File: src/source/npu_pkg.sv
`default_nettype none

package npu_pkg;

    localparam int bank_count = 4;
    localparam int bank_depth = 256;
    localparam int inst_depth = 64;

    typedef logic signed [15:0] word_t;
    typedef logic [7:0]         bank_addr_t;
    typedef logic [1:0]         bank_sel_t;
    typedef logic [5:0]         inst_addr_t;
    typedef logic [7:0]         elem_count_t;
    typedef logic [47:0]        inst_t;

    // --------------------------------------------------
    // instruction fields, low bit of each, from the top
    // --------------------------------------------------
    localparam int op_lsb        = 44;
    localparam int src1_bank_lsb = 42;
    localparam int src1_off_lsb  = 34;
    localparam int src2_bank_lsb = 32;
    localparam int src2_off_lsb  = 24;
    localparam int dest_bank_lsb = 22;
    localparam int dest_off_lsb  = 14;
    localparam int count_lsb     = 6;
    // bits 5:0 unused

    typedef enum logic [3:0] {
        op_halt = 4'd0,
        op_add  = 4'd1,
        op_relu = 4'd10
    } opcode_t;

    // who drives each bank
    typedef enum logic [2:0] {
        own_host,
        own_add_src1,
        own_add_src2,
        own_add_dest,
        own_relu_src,
        own_relu_dest
    } bank_owner_t;

endpackage

`default_nettype wire

File: src/source/matrix_relu.sv
`timescale 1ns/100ps
`default_nettype none

module matrix_relu (
    input  wire                       CLOCK_50,
    input  wire                       reset,
    input  wire                       start,
    input  wire npu_pkg::bank_addr_t  src_addr,
    input  wire npu_pkg::bank_addr_t  dest_addr,
    input  wire npu_pkg::elem_count_t count,
    input  wire npu_pkg::word_t       src_data,
    output npu_pkg::bank_addr_t       src_rd_addr,
    output npu_pkg::bank_addr_t       dest_wr_addr,
    output npu_pkg::word_t            dest_wr_data,
    output logic                      dest_wr_en,
    output logic                      done
);
    import npu_pkg::*;

    typedef enum logic [1:0] {
        st_idle,
        st_stream,
        st_drain
    } state_t;

    state_t      state;
    elem_count_t remain;

    always_ff @(posedge CLOCK_50) begin
        if (reset) begin
            state      <= st_idle;
            dest_wr_en <= 1'b0;
            done       <= 1'b0;
        end else begin
            dest_wr_en <= (state == st_stream);
            case (state)
                st_idle: begin
                    if (start) begin
                        state <= st_stream;
                        done  <= 1'b0;
                    end
                end
                st_stream: begin
                    if (remain == elem_count_t'(1)) begin
                        state <= st_drain;
                    end
                end
                default: begin
                    state <= st_idle;
                    done  <= 1'b1;
                end
            endcase
        end
    end

    always_ff @(posedge CLOCK_50) begin
        if (start && state == st_idle) begin
            src_rd_addr  <= src_addr;
            dest_wr_addr <= dest_addr;
            remain       <= count;
        end else begin
            if (state == st_stream) begin
                src_rd_addr <= src_rd_addr + 1'b1;
                remain      <= remain - 1'b1;
            end
            if (dest_wr_en) begin
                dest_wr_addr <= dest_wr_addr + 1'b1;
            end
        end
    end

    // negatives clamp to zero
    assign dest_wr_data = src_data[$bits(word_t)-1] ? word_t'(0) : src_data;

endmodule

`default_nettype wire

File: config.mk
export PLATFORM = sky130hd
export DESIGN_NAME = matrix_relu
export DESIGN_NICKNAME = d
export VERILOG_FILES = /design/src/source/npu_pkg.sv /design/src/source/matrix_relu.sv
export SDC_FILE = /design/constraint.sdc
export NUM_CORES = 1
export LEC_CHECK = 0
export BUFFER_PORTS_ARGS = -buffer_cell sky130_fd_sc_hd__buf_4
export CORE_MARGIN = 3
export CORE_UTILIZATION = 33
export CTS_BUF_LIST = sky130_fd_sc_hd__clkbuf_8
export DETAILED_ROUTE_END_ITERATION = 7
export PLACE_DENSITY = 0.66
export SLEW_MARGIN = 15
export SYNTH_ARGS = -nofsm -noshare
export SYNTH_HDL_FRONTEND = slang
export SYNTH_SLANG_ARGS = --single-unit
File: constraint.sdc
create_clock -name CLOCK_50 -period 1.95 [get_ports CLOCK_50]
set_input_delay 0.2925 -clock CLOCK_50 [delete_from_list [all_inputs] [get_ports CLOCK_50]]
set_output_delay 0.2925 -clock CLOCK_50 [all_outputs]
set_load 0.01 [all_outputs]
After elaboration in Yosys (flattened, before gate mapping)
Cells that the tools add are included.
Storage, ports and cells
  flip-flop bits (word level): 28
  memories: 0
  RAM bits: 0
  memory bits (read-only): 0
  logic and storage cells: 32
  bits in latches: 0
Operators by class
  muxes and demuxes: 12
  equal/unequal tests: 4
  add/subtract/negate cells: 3
  reduce and logical (&&, ||, !) cells: 6
  $lt $le $gt $ge: 0
  divide/modulo/power cells: 0
  shift operators: 0
  bitwise operators: 1
  $mul: 0
Operator list (number)
  $mux 8: 6
  $add 8x1->8 const B: 2
  $mux 15: 1
  $eq 8x1->1 const B: 1
  $sub 8x1->8 const B: 1
  $mux 2: 2
  $ne 2x2->1 const B: 2
  $pmux 2 s2: 1
  $reduce_and 2->1: 2
  $reduce_bool 2->1: 2
  $eq 2x1->1 const B: 1
  $logic_not 2->1: 1
  $pmux 1 s2: 1
  $logic_and 1x1->1: 1
  $mux 1: 1
  $not 1->1: 1

Depth between registers and ports, before layout
Gate-level depths: netlist of the first run.
  depth after elaboration: 3
  mapped depth: 5
  gate-level depth less buffers: 5

Worst setup path before layout of the first run
OpenSTA, ideal clock, no wires.
  path type: register to register
  start point: register remain[2]
  end point: register remain[7], data pin
  cell stages (with the launch flop): 4
  buffers on the path: 0
  setup time: 135 ps
  arrival: 1478 ps
  slack: 338 ps
  cells stage by stage: edfxtp_1 or4_4 or4_1 nand3_1
On the way
  longest elaborated chain between the ends: 3
RTL lines
  start, declared: line matrix_relu.sv:27  | elem_count_t remain;
  start signal, assigned: line matrix_relu.sv:60  | remain <= count;
  start signal, assigned: line matrix_relu.sv:64  | remain <= remain - 1'b1;
  $sub 8x1->8: line matrix_relu.sv:64
  $mux 8: line matrix_relu.sv:62  | if (state == st_stream) begin
  $mux 8: line matrix_relu.sv:57  | if (start && state == st_idle) begin
No other way between the ends. The select of a mux whose other input is x is not followed.
A chain may end at the register's enable or synchronous reset.

Worst setup path after layout of the first run
Same ends and word-level chain as after synthesis.

==> results_dict.tcl, run 1 <==
set metrics [dict create \
    grt_util_all_layers_pct 12.8 \
    swShare_pct 29.7 \
    grtUsageMet2_pct 22.3 \
    drt-total-wl_um 3660 \
    netlist_top_cells_area "edfxtp_1, nand2_1, nor2b_1" \
    portBuffers 75 \
    synth-simple-area-share_pct 29.4 \
    clkTransAtPathRegs_ns 0.09 \
    rows 24 \
    coreArea_um2 4530 \
    status "completed" \
    cts.htree.levels 1 \
    fp.dieW_um 75.9 \
    synth_nets 212 \
    layout-drive-gt1-share_pct 36.1 \
    setup_ws_ns 0.262 \
    drv_cap 0 \
    instances_no_fill 306 \
    post_cts_buffers 0 \
    grt_first_pass_wirelength_um 5680 \
    synth_top_cell_by_area "edfxtp_1" \
    cts-resized-gates 0 \
    die-area_um2 5750 \
    peakVddDrop_mv 0.290 \
    antenna_found_initial 0 \
    hp-class "in2reg" \
    synth_top_family_by_area "simple AND/OR/NAND/NOR gates" \
    ys_warn_count 0 \
    fmax_ghz 0.592 \
    final-setup-viol-count 0 \
    antennaDiodeCount 0 \
    synth-async-reset-ratio_pct 0 \
    synthTopCellsByCount "nand2_1, edfxtp_1, nor2b_1, nand3_1, o21ai_0" \
    arrival_ns 1.83 \
    synthDistinctLibCells 32 \
    synth_compound_area_share_pct 8.94 \
    first_pass_iters 4 \
    vias_per_cell 4.77 \
    synth_area_um2 1610 \
    p_leak_nw 0.970 \
    p_sw_uw 540 \
    pwr-share-clk_pct 19.2 \
    start_kind "flop" \
    rsz0062_at_grt "no" \
    hold_viol 0 \
    ys_seq_area_share_pct 49.7 \
    antenna_left 0 \
    synth.most_common_cell "nand2_1" \
    synth_edf_count 24 \
    grt_pass1_vias 1380 \
    clkLatencyLatePin_ns 0.27 \
    met1_usage_pct 14.5 \
    die_y_um 75.9 \
    p_per_area_nw_per_um2 785 \
    synth.mux.area_fraction_pct 0 \
    crit_type "reg2reg" \
    skew_ns 0.00384 \
    slowest_delay_ns 0.53 \
    syn_to_final_growth_pct 43.7 \
    route.detailed.drc 0 \
    slowest_stage "or4_4" \
    cts_hold_repair.buffers 0 \
    worstPathRequired_ns 2.09 \
    synth_flop_cell "edfxtp_1" \
    drv_slew 0 \
    crit_family "simple AND/OR/NAND/NOR gates" \
    finalSetupTns_ns 0 \
    place_inst 302 \
    cts_root_buffer "clkbuf_8" \
    synth_xor_area_share_pct 4.90 \
    finalCriticalPeriod_ns 1.69 \
    pre_cts_ws_ns 0.260 \
    routabilityCongestion 0.779 \
    cts_buffer_depth 2 \
    nNetsFinal 289 \
    synthAdderAreaFrac_pct 3.11 \
    start_util_pct 35.5 \
    fin_crit_sh_pct 86.6 \
    grt_overflow 0 \
    drtIter0Drc 47 \
    p_comb_share_pct 30.2 \
    hpwl_um 2930 \
    seqPwrFrac_pct 50.6 \
    cts.sinks 28 \
    use_met3_pct 4.22 \
    power.internal_mw 1.28 \
    dr_total_vias 1459 \
    synth_seq_cells 28 \
    wl_per_cell_um 12.0 \
    ios 77 \
    crit_path_end_kind "flop" \
    cp_cell_sequence "or4_4 -> or4_1 -> nand3_1" \
    numCtsBuffers 3 \
    cp.buffers_inverters 0 \
    grt-busiest-layer "met2" \
    fin_hold_ws_ns 0.194 \
    critPathMaxFanout 5 \
    syn_area_per_cell_um2 9.76 \
    grt_max_degree 28 \
    syn_inst 165 \
    synth_top_area_share_pct 44.8 \
    cts_tree "built" \
]
==> layout by cell type (no fill, tap or decap), drive strengths merged <==
cell type / Yosys / routed
buf: 3 / 79
nand2: 27 / 27
edfxtp: 24 / 24
nor2b: 15 / 15
nand3: 14 / 14
o21ai: 10 / 10
nor2: 9 / 9
or4: 8 / 8
o211ai: 7 / 7
xnor2: 5 / 5
xor2: 4 / 4
a21oi: 4 / 4
inv: 4 / 4
ha: 4 / 4
clkbuf: 4 / 4
dfxtp: 4 / 4
or3: 3 / 3
or3b: 2 / 2
nor3: 2 / 2
nand4: 2 / 2
nor3b: 2 / 2
o311ai: 1 / 1
or4b: 1 / 1
nand2b: 1 / 1
a31oi: 1 / 1
nor4b: 1 / 1
o22ai: 1 / 1
and2: 1 / 1
conb: 1 / 1
==> cells by family after synthesis <==
kind of cell,Yosys count
AOI/OAI and AO/OA,24
xor gates and xnor gates,9
adders and majority gates,4
buffers and inverters,11
DFF,28
other,1
and+or+nand+nor,88
==> stage by stage <==
step / power (mW) / instance area [um2] / util, %
6_report: 1.82 / 2310 / 51.0
5_1_grt: 1.94 / 2310 / 51.0
4_1_cts: 1.84 / 2310 / 51.0
3_5_place_dp: 1.49 / 2260 / 49.8
2_1_floorplan: 1.22 / 1610 / -
3_3_place_gp: 1.48 / 2260 / 49.8
==> power by group through the flow <==
stage	logic (mW)	registers [mW]	clock network [mW]
finish	0.548	0.919	0.350
global route	0.614	0.940	0.382
CTS	0.558	0.920	0.363
detailed placement	0.557	0.933	0
global placement	0.547	0.930	0
floorplan	0.278	0.938	0
==> flip-flops by register name, indices dropped and copies added, names as in the netlist <==
name          flops
state             2
src_rd_addr       8
dest_wr_addr      8
done              1
remain            8
dest_wr_en        1
==> area by class of cell <==
class	count	area, um2
inverters	4	15.0
well taps	65	81.3
flip-flops and latches	28	801
fillers	412	2220
clock buffers	4	55.1
multi-input cells	126	756
repair buffers	79	606
==> final timing paths <==
path                   from   endpoint  slack (ns)  cells after the start
hold / removal        reset       done        0.19                      2
setup reg to reg  remain[2]  remain[7]        0.26                      3
hold reg to reg        done       done        0.48                      2
setup / recovery  remain[2]  remain[7]        0.26                      3
==> metal layers <==
layer  part of all wire, %  vias to the layer above
met5                     0                        -
met4                   1.4                        0
met3                    10                        5
met2                    49                       60
met1                    39                      651
li1                      -                      743
Power figures use the tool's default switching activity.
==> run 2: changes to the inputs <==
- PLACE_DENSITY: 0.66 -> default
==> run 2 against run 1 <==
Effect of this change: core utilization is 0.17 points lower; global-route usage is 0.23 points higher; clock power is 3% higher; largest cell class unchanged; clock-buffer cell count stayed put; worst hold slack worse by 0.0030 ns; cell area is 0.32% lower; via count is 0.69% lower; sequential share of layout area is 0.11 points higher; combinational power hardly changed.
==> results_dict.tcl, run 2 (synthesis gave the netlist of run 1 again) <==
set metrics [dict create \
    crit_type "reg2reg" \
    fmax_ghz 0.592 \
    status "completed" \
    peakVddDrop_mv 0.286 \
    grt_pass1_vias 1367 \
    place_inst 301 \
    antennaDiodeCount 0 \
    fin_crit_sh_pct 86.7 \
    antenna_left 0 \
    wl_per_cell_um 12.6 \
    die_y_um 75.9 \
    skew_ns 0.00526 \
    route.detailed.drc 0 \
    fp.dieW_um 75.9 \
    worstPathRequired_ns 2.09 \
    portBuffers 75 \
    drv_slew 0 \
    finalSetupTns_ns 0 \
    rsz0062_at_grt "no" \
    start_kind "flop" \
    vias_per_cell 4.75 \
    hp-class "in2reg" \
    placed_area_um2 2250 \
    design_area_um2 2310 \
    cts_tree "built" \
    grt_first_pass_wirelength_um 5800 \
    total_power_mw 1.83 \
    coreArea_um2 4530 \
    hpwl_um 2970 \
    ios 77 \
    post_cts_buffers 0 \
    r2r-start "remain[2]" \
    layout-drive-gt1-share_pct 35.8 \
    first_pass_iters 4 \
    nNetsFinal 288 \
    antenna_found_initial 0 \
    grt_overflow 0 \
    clkTransAtPathRegs_ns 0.10 \
    routabilityCongestion 0.787 \
    final-setup-viol-count 0 \
    p_leak_nw 0.965 \
    arrival_ns 1.83 \
    numCtsBuffers 3 \
    cts_hold_repair.buffers 0 \
    seqPwrFrac_pct 50.3 \
    cts-resized-gates 0 \
    p_sw_uw 555 \
    multi_input_area_um2 756 \
    seqCellArea_um2 801 \
    fin_hold_ws_ns 0.191 \
    p_comb_share_pct 30.0 \
    layout.cells.most_common "buf_4" \
    pwr-share-clk_pct 19.7 \
    rows 24 \
    instances_no_fill 305 \
    grt_util_all_layers_pct 13.0 \
    cts.sinks 28 \
    nFillCells 442 \
    cts_buffer_depth 2 \
    dr_total_vias 1449 \
    critPathMaxFanout 5 \
    power.internal_mw 1.28 \
    finalCriticalPeriod_ns 1.69 \
    drt-total-wl_um 3840 \
    reg_top3 "dest_wr_addr x8, remain x8, src_rd_addr x8" \
    drtIter0Drc 60 \
    start_util_pct 35.5 \
    cts_root_buffer "clkbuf_8" \
    crit_path_end_kind "flop" \
    cts.htree.levels 1 \
    syn_to_final_growth_pct 43.2 \
    die-area_um2 5750 \
    grt_max_degree 38 \
    hold_start "reset" \
    p_per_area_nw_per_um2 794 \
    crit_path_start "remain[2]" \
    hold_viol 0 \
    clkLatencyLatePin_ns 0.27 \
    drv_cap 0 \
    swShare_pct 30.3 \
    final_cell_mix "buf_4, nand2_1, edfxtp_1" \
]
-- run 2: changes by cell type in the layout (fill, tap and decap cells not counted), sizes merged --
cell and change:
buf -1
-- run 2: power groups by stage --
stage / clock, mW / sequential (mW) / combinational, mW
6_report: 0.360 / 0.921 / 0.550
4_1_cts: 0.369 / 0.923 / 0.559
2_1_floorplan: 0 / 0.938 / 0.278
5_1_grt: 0.389 / 0.944 / 0.618
3_5_place_dp: 0 / 0.934 / 0.558
3_3_place_gp: 0 / 0.935 / 0.551
-- run 2: routing by layer --
metal / up-vias / track usage [%] / part of all wire (%)
met3: 2 / 3.30 / 9.1
met4: 0 / 4.08 / 0.70
met5: - / 0 / 0
met1: 643 / 17.3 / 46
li1: 746 / - / -
met2: 58 / 20.8 / 45
-- run 2: critical path: stages, from the launching register on --
cell,delay [ns]
edfxtp_1,0.46
or4_4,0.53
or4_1,0.47
nand3_1,0.09
-- run 2: path summary, 6_finish.rpt --
check	to	slack [ns]	depth (start not counted)
setup reg to reg	remain[7]	0.26	3
hold reg to reg	done	0.49	2
hold / removal	done	0.19	2
setup / recovery	remain[7]	0.26	3
-- run 2: per-stage QoR --
step / util, % / setup slack (ns)
4_1_cts: 50.9 / 0.259
6_report: 50.9 / 0.260
3_5_place_dp: 49.6 / 0.271
3_3_place_gp: 49.6 / 0.298
5_1_grt: 50.9 / 0.170
2_1_floorplan: - / 0.338
-- run 2: area by class of cell --
cell class / instances / share of cell area (%)
Inverter: 4 / 0.651
Clock buffer: 4 / 2.39
Timing Repair Buffer: 78 / 25.9
Tap cell: 65 / 3.53
Multi-Input combinational cell: 126 / 32.8
Sequential cell: 28 / 34.7
==> run 3: changes to the inputs <==
- ABC_AREA: default -> 1
- HOLD_SLACK_MARGIN: default -> 0.12
==> run 3 against run 2 <==
Effect of this change: synthesized cell count is 33% higher; sequential cell count stayed put; worst hold slack gained 0.010 ns; fmax rose by 17%; critical path type unchanged; largest cell class unchanged; highest routed layer unchanged.
==> results_dict.tcl, run 3 <==
set metrics [dict create \
    status "completed" \
    crit_type "reg2reg" \
    cts_buffer_depth 2 \
    final-setup-viol-count 0 \
    syn_area_per_cell_um2 7.90 \
    r2r_cells 4 \
    reg2reg_slack_ns 0.50 \
    ys_seq_area_share_pct 46.3 \
    r2r_end "dest_wr_addr[7]" \
    wl_per_cell_um 11.0 \
    place_inst 356 \
    synth_top_area_share_pct 41.7 \
    skew_ns 0.00133 \
    drv_slew 0 \
    reg_top3 "dest_wr_addr x8, remain x8, src_rd_addr x8" \
    grt_max_degree 37 \
    ys_warn_count 0 \
    drtIter0Drc 33 \
    fin_crit_sh_pct 74.4 \
    hold_viol 0 \
    nFillCells 498 \
    layout-drive-gt1-share_pct 30.0 \
    synth-async-reset-ratio_pct 0 \
    rows 25 \
    cts_hold_repair.buffers 0 \
    synth_top_cell_by_area "edfxtp_1" \
    layout.cells.most_common "buf_4" \
    peakVddDrop_mv 0.378 \
    netlist_top_cells_area "edfxtp_1, nand2_1, nor2_1" \
    cts-resized-gates 0 \
    post_cts_buffers 0 \
    drv_cap 0 \
    placed_area_um2 2310 \
    syn_to_final_growth_pct 36.4 \
    synth.most_common_cell "nand2_1" \
    critPathMaxFanout 36 \
    arrival_ns 1.42 \
    nNetsFinal 341 \
    design_area_um2 2360 \
    start_util_pct 35.4 \
    coreArea_um2 4880 \
    syn_inst 219 \
    first_pass_iters 4 \
    instances_no_fill 360 \
    cts_tree "built" \
    crit_path_end_kind "flop" \
    cts.htree.levels 1 \
    grt_overflow 0 \
    synth_area_um2 1730 \
    rsz0062_at_grt "no" \
    hpwl_um 3120 \
    synth_nets 266 \
    cts.sinks 28 \
    die_y_um 78.4 \
    route.detailed.drc 0 \
    ios 77 \
    drt-total-wl_um 3970 \
    grt_first_pass_wirelength_um 6660 \
    synth_edf_count 24 \
    synthTopCellsByCount "nand2_1, nor2_1, inv_1, edfxtp_1, nand3_1" \
    fmax_ghz 0.690 \
    routabilityCongestion 0.768 \
    p_leak_nw 1.17 \
    grt_pass1_vias 1508 \
    fp.dieW_um 78.4 \
    clkTransAtPathRegs_ns 0.10 \
    synthDistinctLibCells 26 \
    start_kind "flop" \
    grt_util_all_layers_pct 13.2 \
    die-area_um2 6140 \
    r2r-start "state[1]" \
    final_cell_mix "buf_4, nand2_1, nor2_1" \
    hold_depth 2 \
    final_util_pct 48.3 \
    finalCriticalPeriod_ns 1.45 \
    synth_seq_cells 28 \
    portBuffers 75 \
    dr_total_vias 1588 \
    finalSetupTns_ns 0 \
    vias_per_cell 4.41 \
    worstHoldEndpoint "done" \
    antenna_left 0 \
    hold_start "reset" \
    clkLatencyLatePin_ns 0.27 \
    antenna_found_initial 0 \
    cts_root_buffer "clkbuf_8" \
    numCtsBuffers 3 \
    antennaDiodeCount 0 \
    worstPathRequired_ns 1.92 \
    hp-class "in2reg" \
    synth_flop_cell "edfxtp_1" \
    p_per_area_nw_per_um2 774 \
]
[run 3: changes by cell type in the layout (fill, tap and decap cells not counted), moves of 3 or more]
cell      previous run  this run
o211ai_1             7         0
nor2_1               9        36
inv_1                4        28
a21oi_1              4         0
o21ai_2              0         4
nor2b_1             15         0
or3_1                3         0
nand2_1             27        66
or4_1                7         0
[run 3: worst max path at each step]
| stage | from | to | slack [ns] | cells after the start |
|---|---|---|---|---|
| final | state[1] | dest_wr_addr[7] | 0.50 | 4 |
| after CTS | state[1] | dest_wr_addr[2] | 0.47 | 4 |
| after global placement | start | dest_wr_addr[2] | 0.52 | 4 |
| after detailed placement | state[1] | dest_wr_addr[7] | 0.48 | 4 |
| after floorplan | state[1] | remain[0] | 0.52 | 4 |
| after global routing | state[1] | dest_wr_addr[3] | 0.41 | 4 |
[run 3: where the power goes]
group | switching [mW] | internal, mW | total [mW] | leakage [nW]
Clock | 0.179 | 0.141 | 0.320 | 0.0231
Combinational | 0.310 | 0.287 | 0.597 | 0.872
Sequential | 0.106 | 0.801 | 0.907 | 0.271
Total | 0.595 | 1.23 | 1.82 | 1.17
[run 3: routing by layer]
| layer | vias up | track usage (%) | part of all wire (%) |
|---|---|---|---|
| met4 | 0 | 2.62 | 0.35 |
| li1 | 844 | - | - |
| met5 | - | 0 | 0 |
| met2 | 60 | 22.4 | 46 |
| met3 | 2 | 3.56 | 8.4 |
| met1 | 682 | 16.8 | 45 |
[run 3: area by class of cell]
class	instances	area (um2)	share of cell area, %
Clock buffer	3	41.3	1.75
Multi-Input combinational cell	156	742	31.5
Sequential cell	28	801	34.0
Tap cell	67	83.8	3.55
Timing Repair Buffer	76	571	24.2
Inverter	29	116	4.93
Clock inverter	1	3.75	0.159
[run 3: logic make-up (layout without fill, tap and decap cells)]
logic type	Yosys count	after routing	synth area share, %
AND/OR/NAND/NOR	127	127	30.2
buffers and inverters	35	109	10.8
adder cells (fa/ha/maj)	4	4	2.89
AO/OA/AOI/OAI	18	18	6.51
other	1	1	0.217
XOR/XNOR	6	6	3.04
flip-flops	28	28	46.3
[run 3: critical path, cell delays in order, from the launching register on]
cell and delay (ns):
dfxtp_1 0.34, nor2_2 0.15, nand2_4 0.17, inv_8 0.22, or2_2 0.27
[run 3: metrics by stage]
| step | setup WS, ns | power, mW | hold WS, ns |
|---|---|---|---|
| 4_1_cts | 0.471 | 1.85 | 0.192 |
| 2_1_floorplan | 0.515 | 1.28 | 0.371 |
| 3_5_place_dp | 0.483 | 1.53 | 0.488 |
| 5_1_grt | 0.409 | 1.96 | 0.210 |
| 3_3_place_gp | 0.518 | 1.52 | 0.489 |
| 6_report | 0.500 | 1.82 | 0.201 |
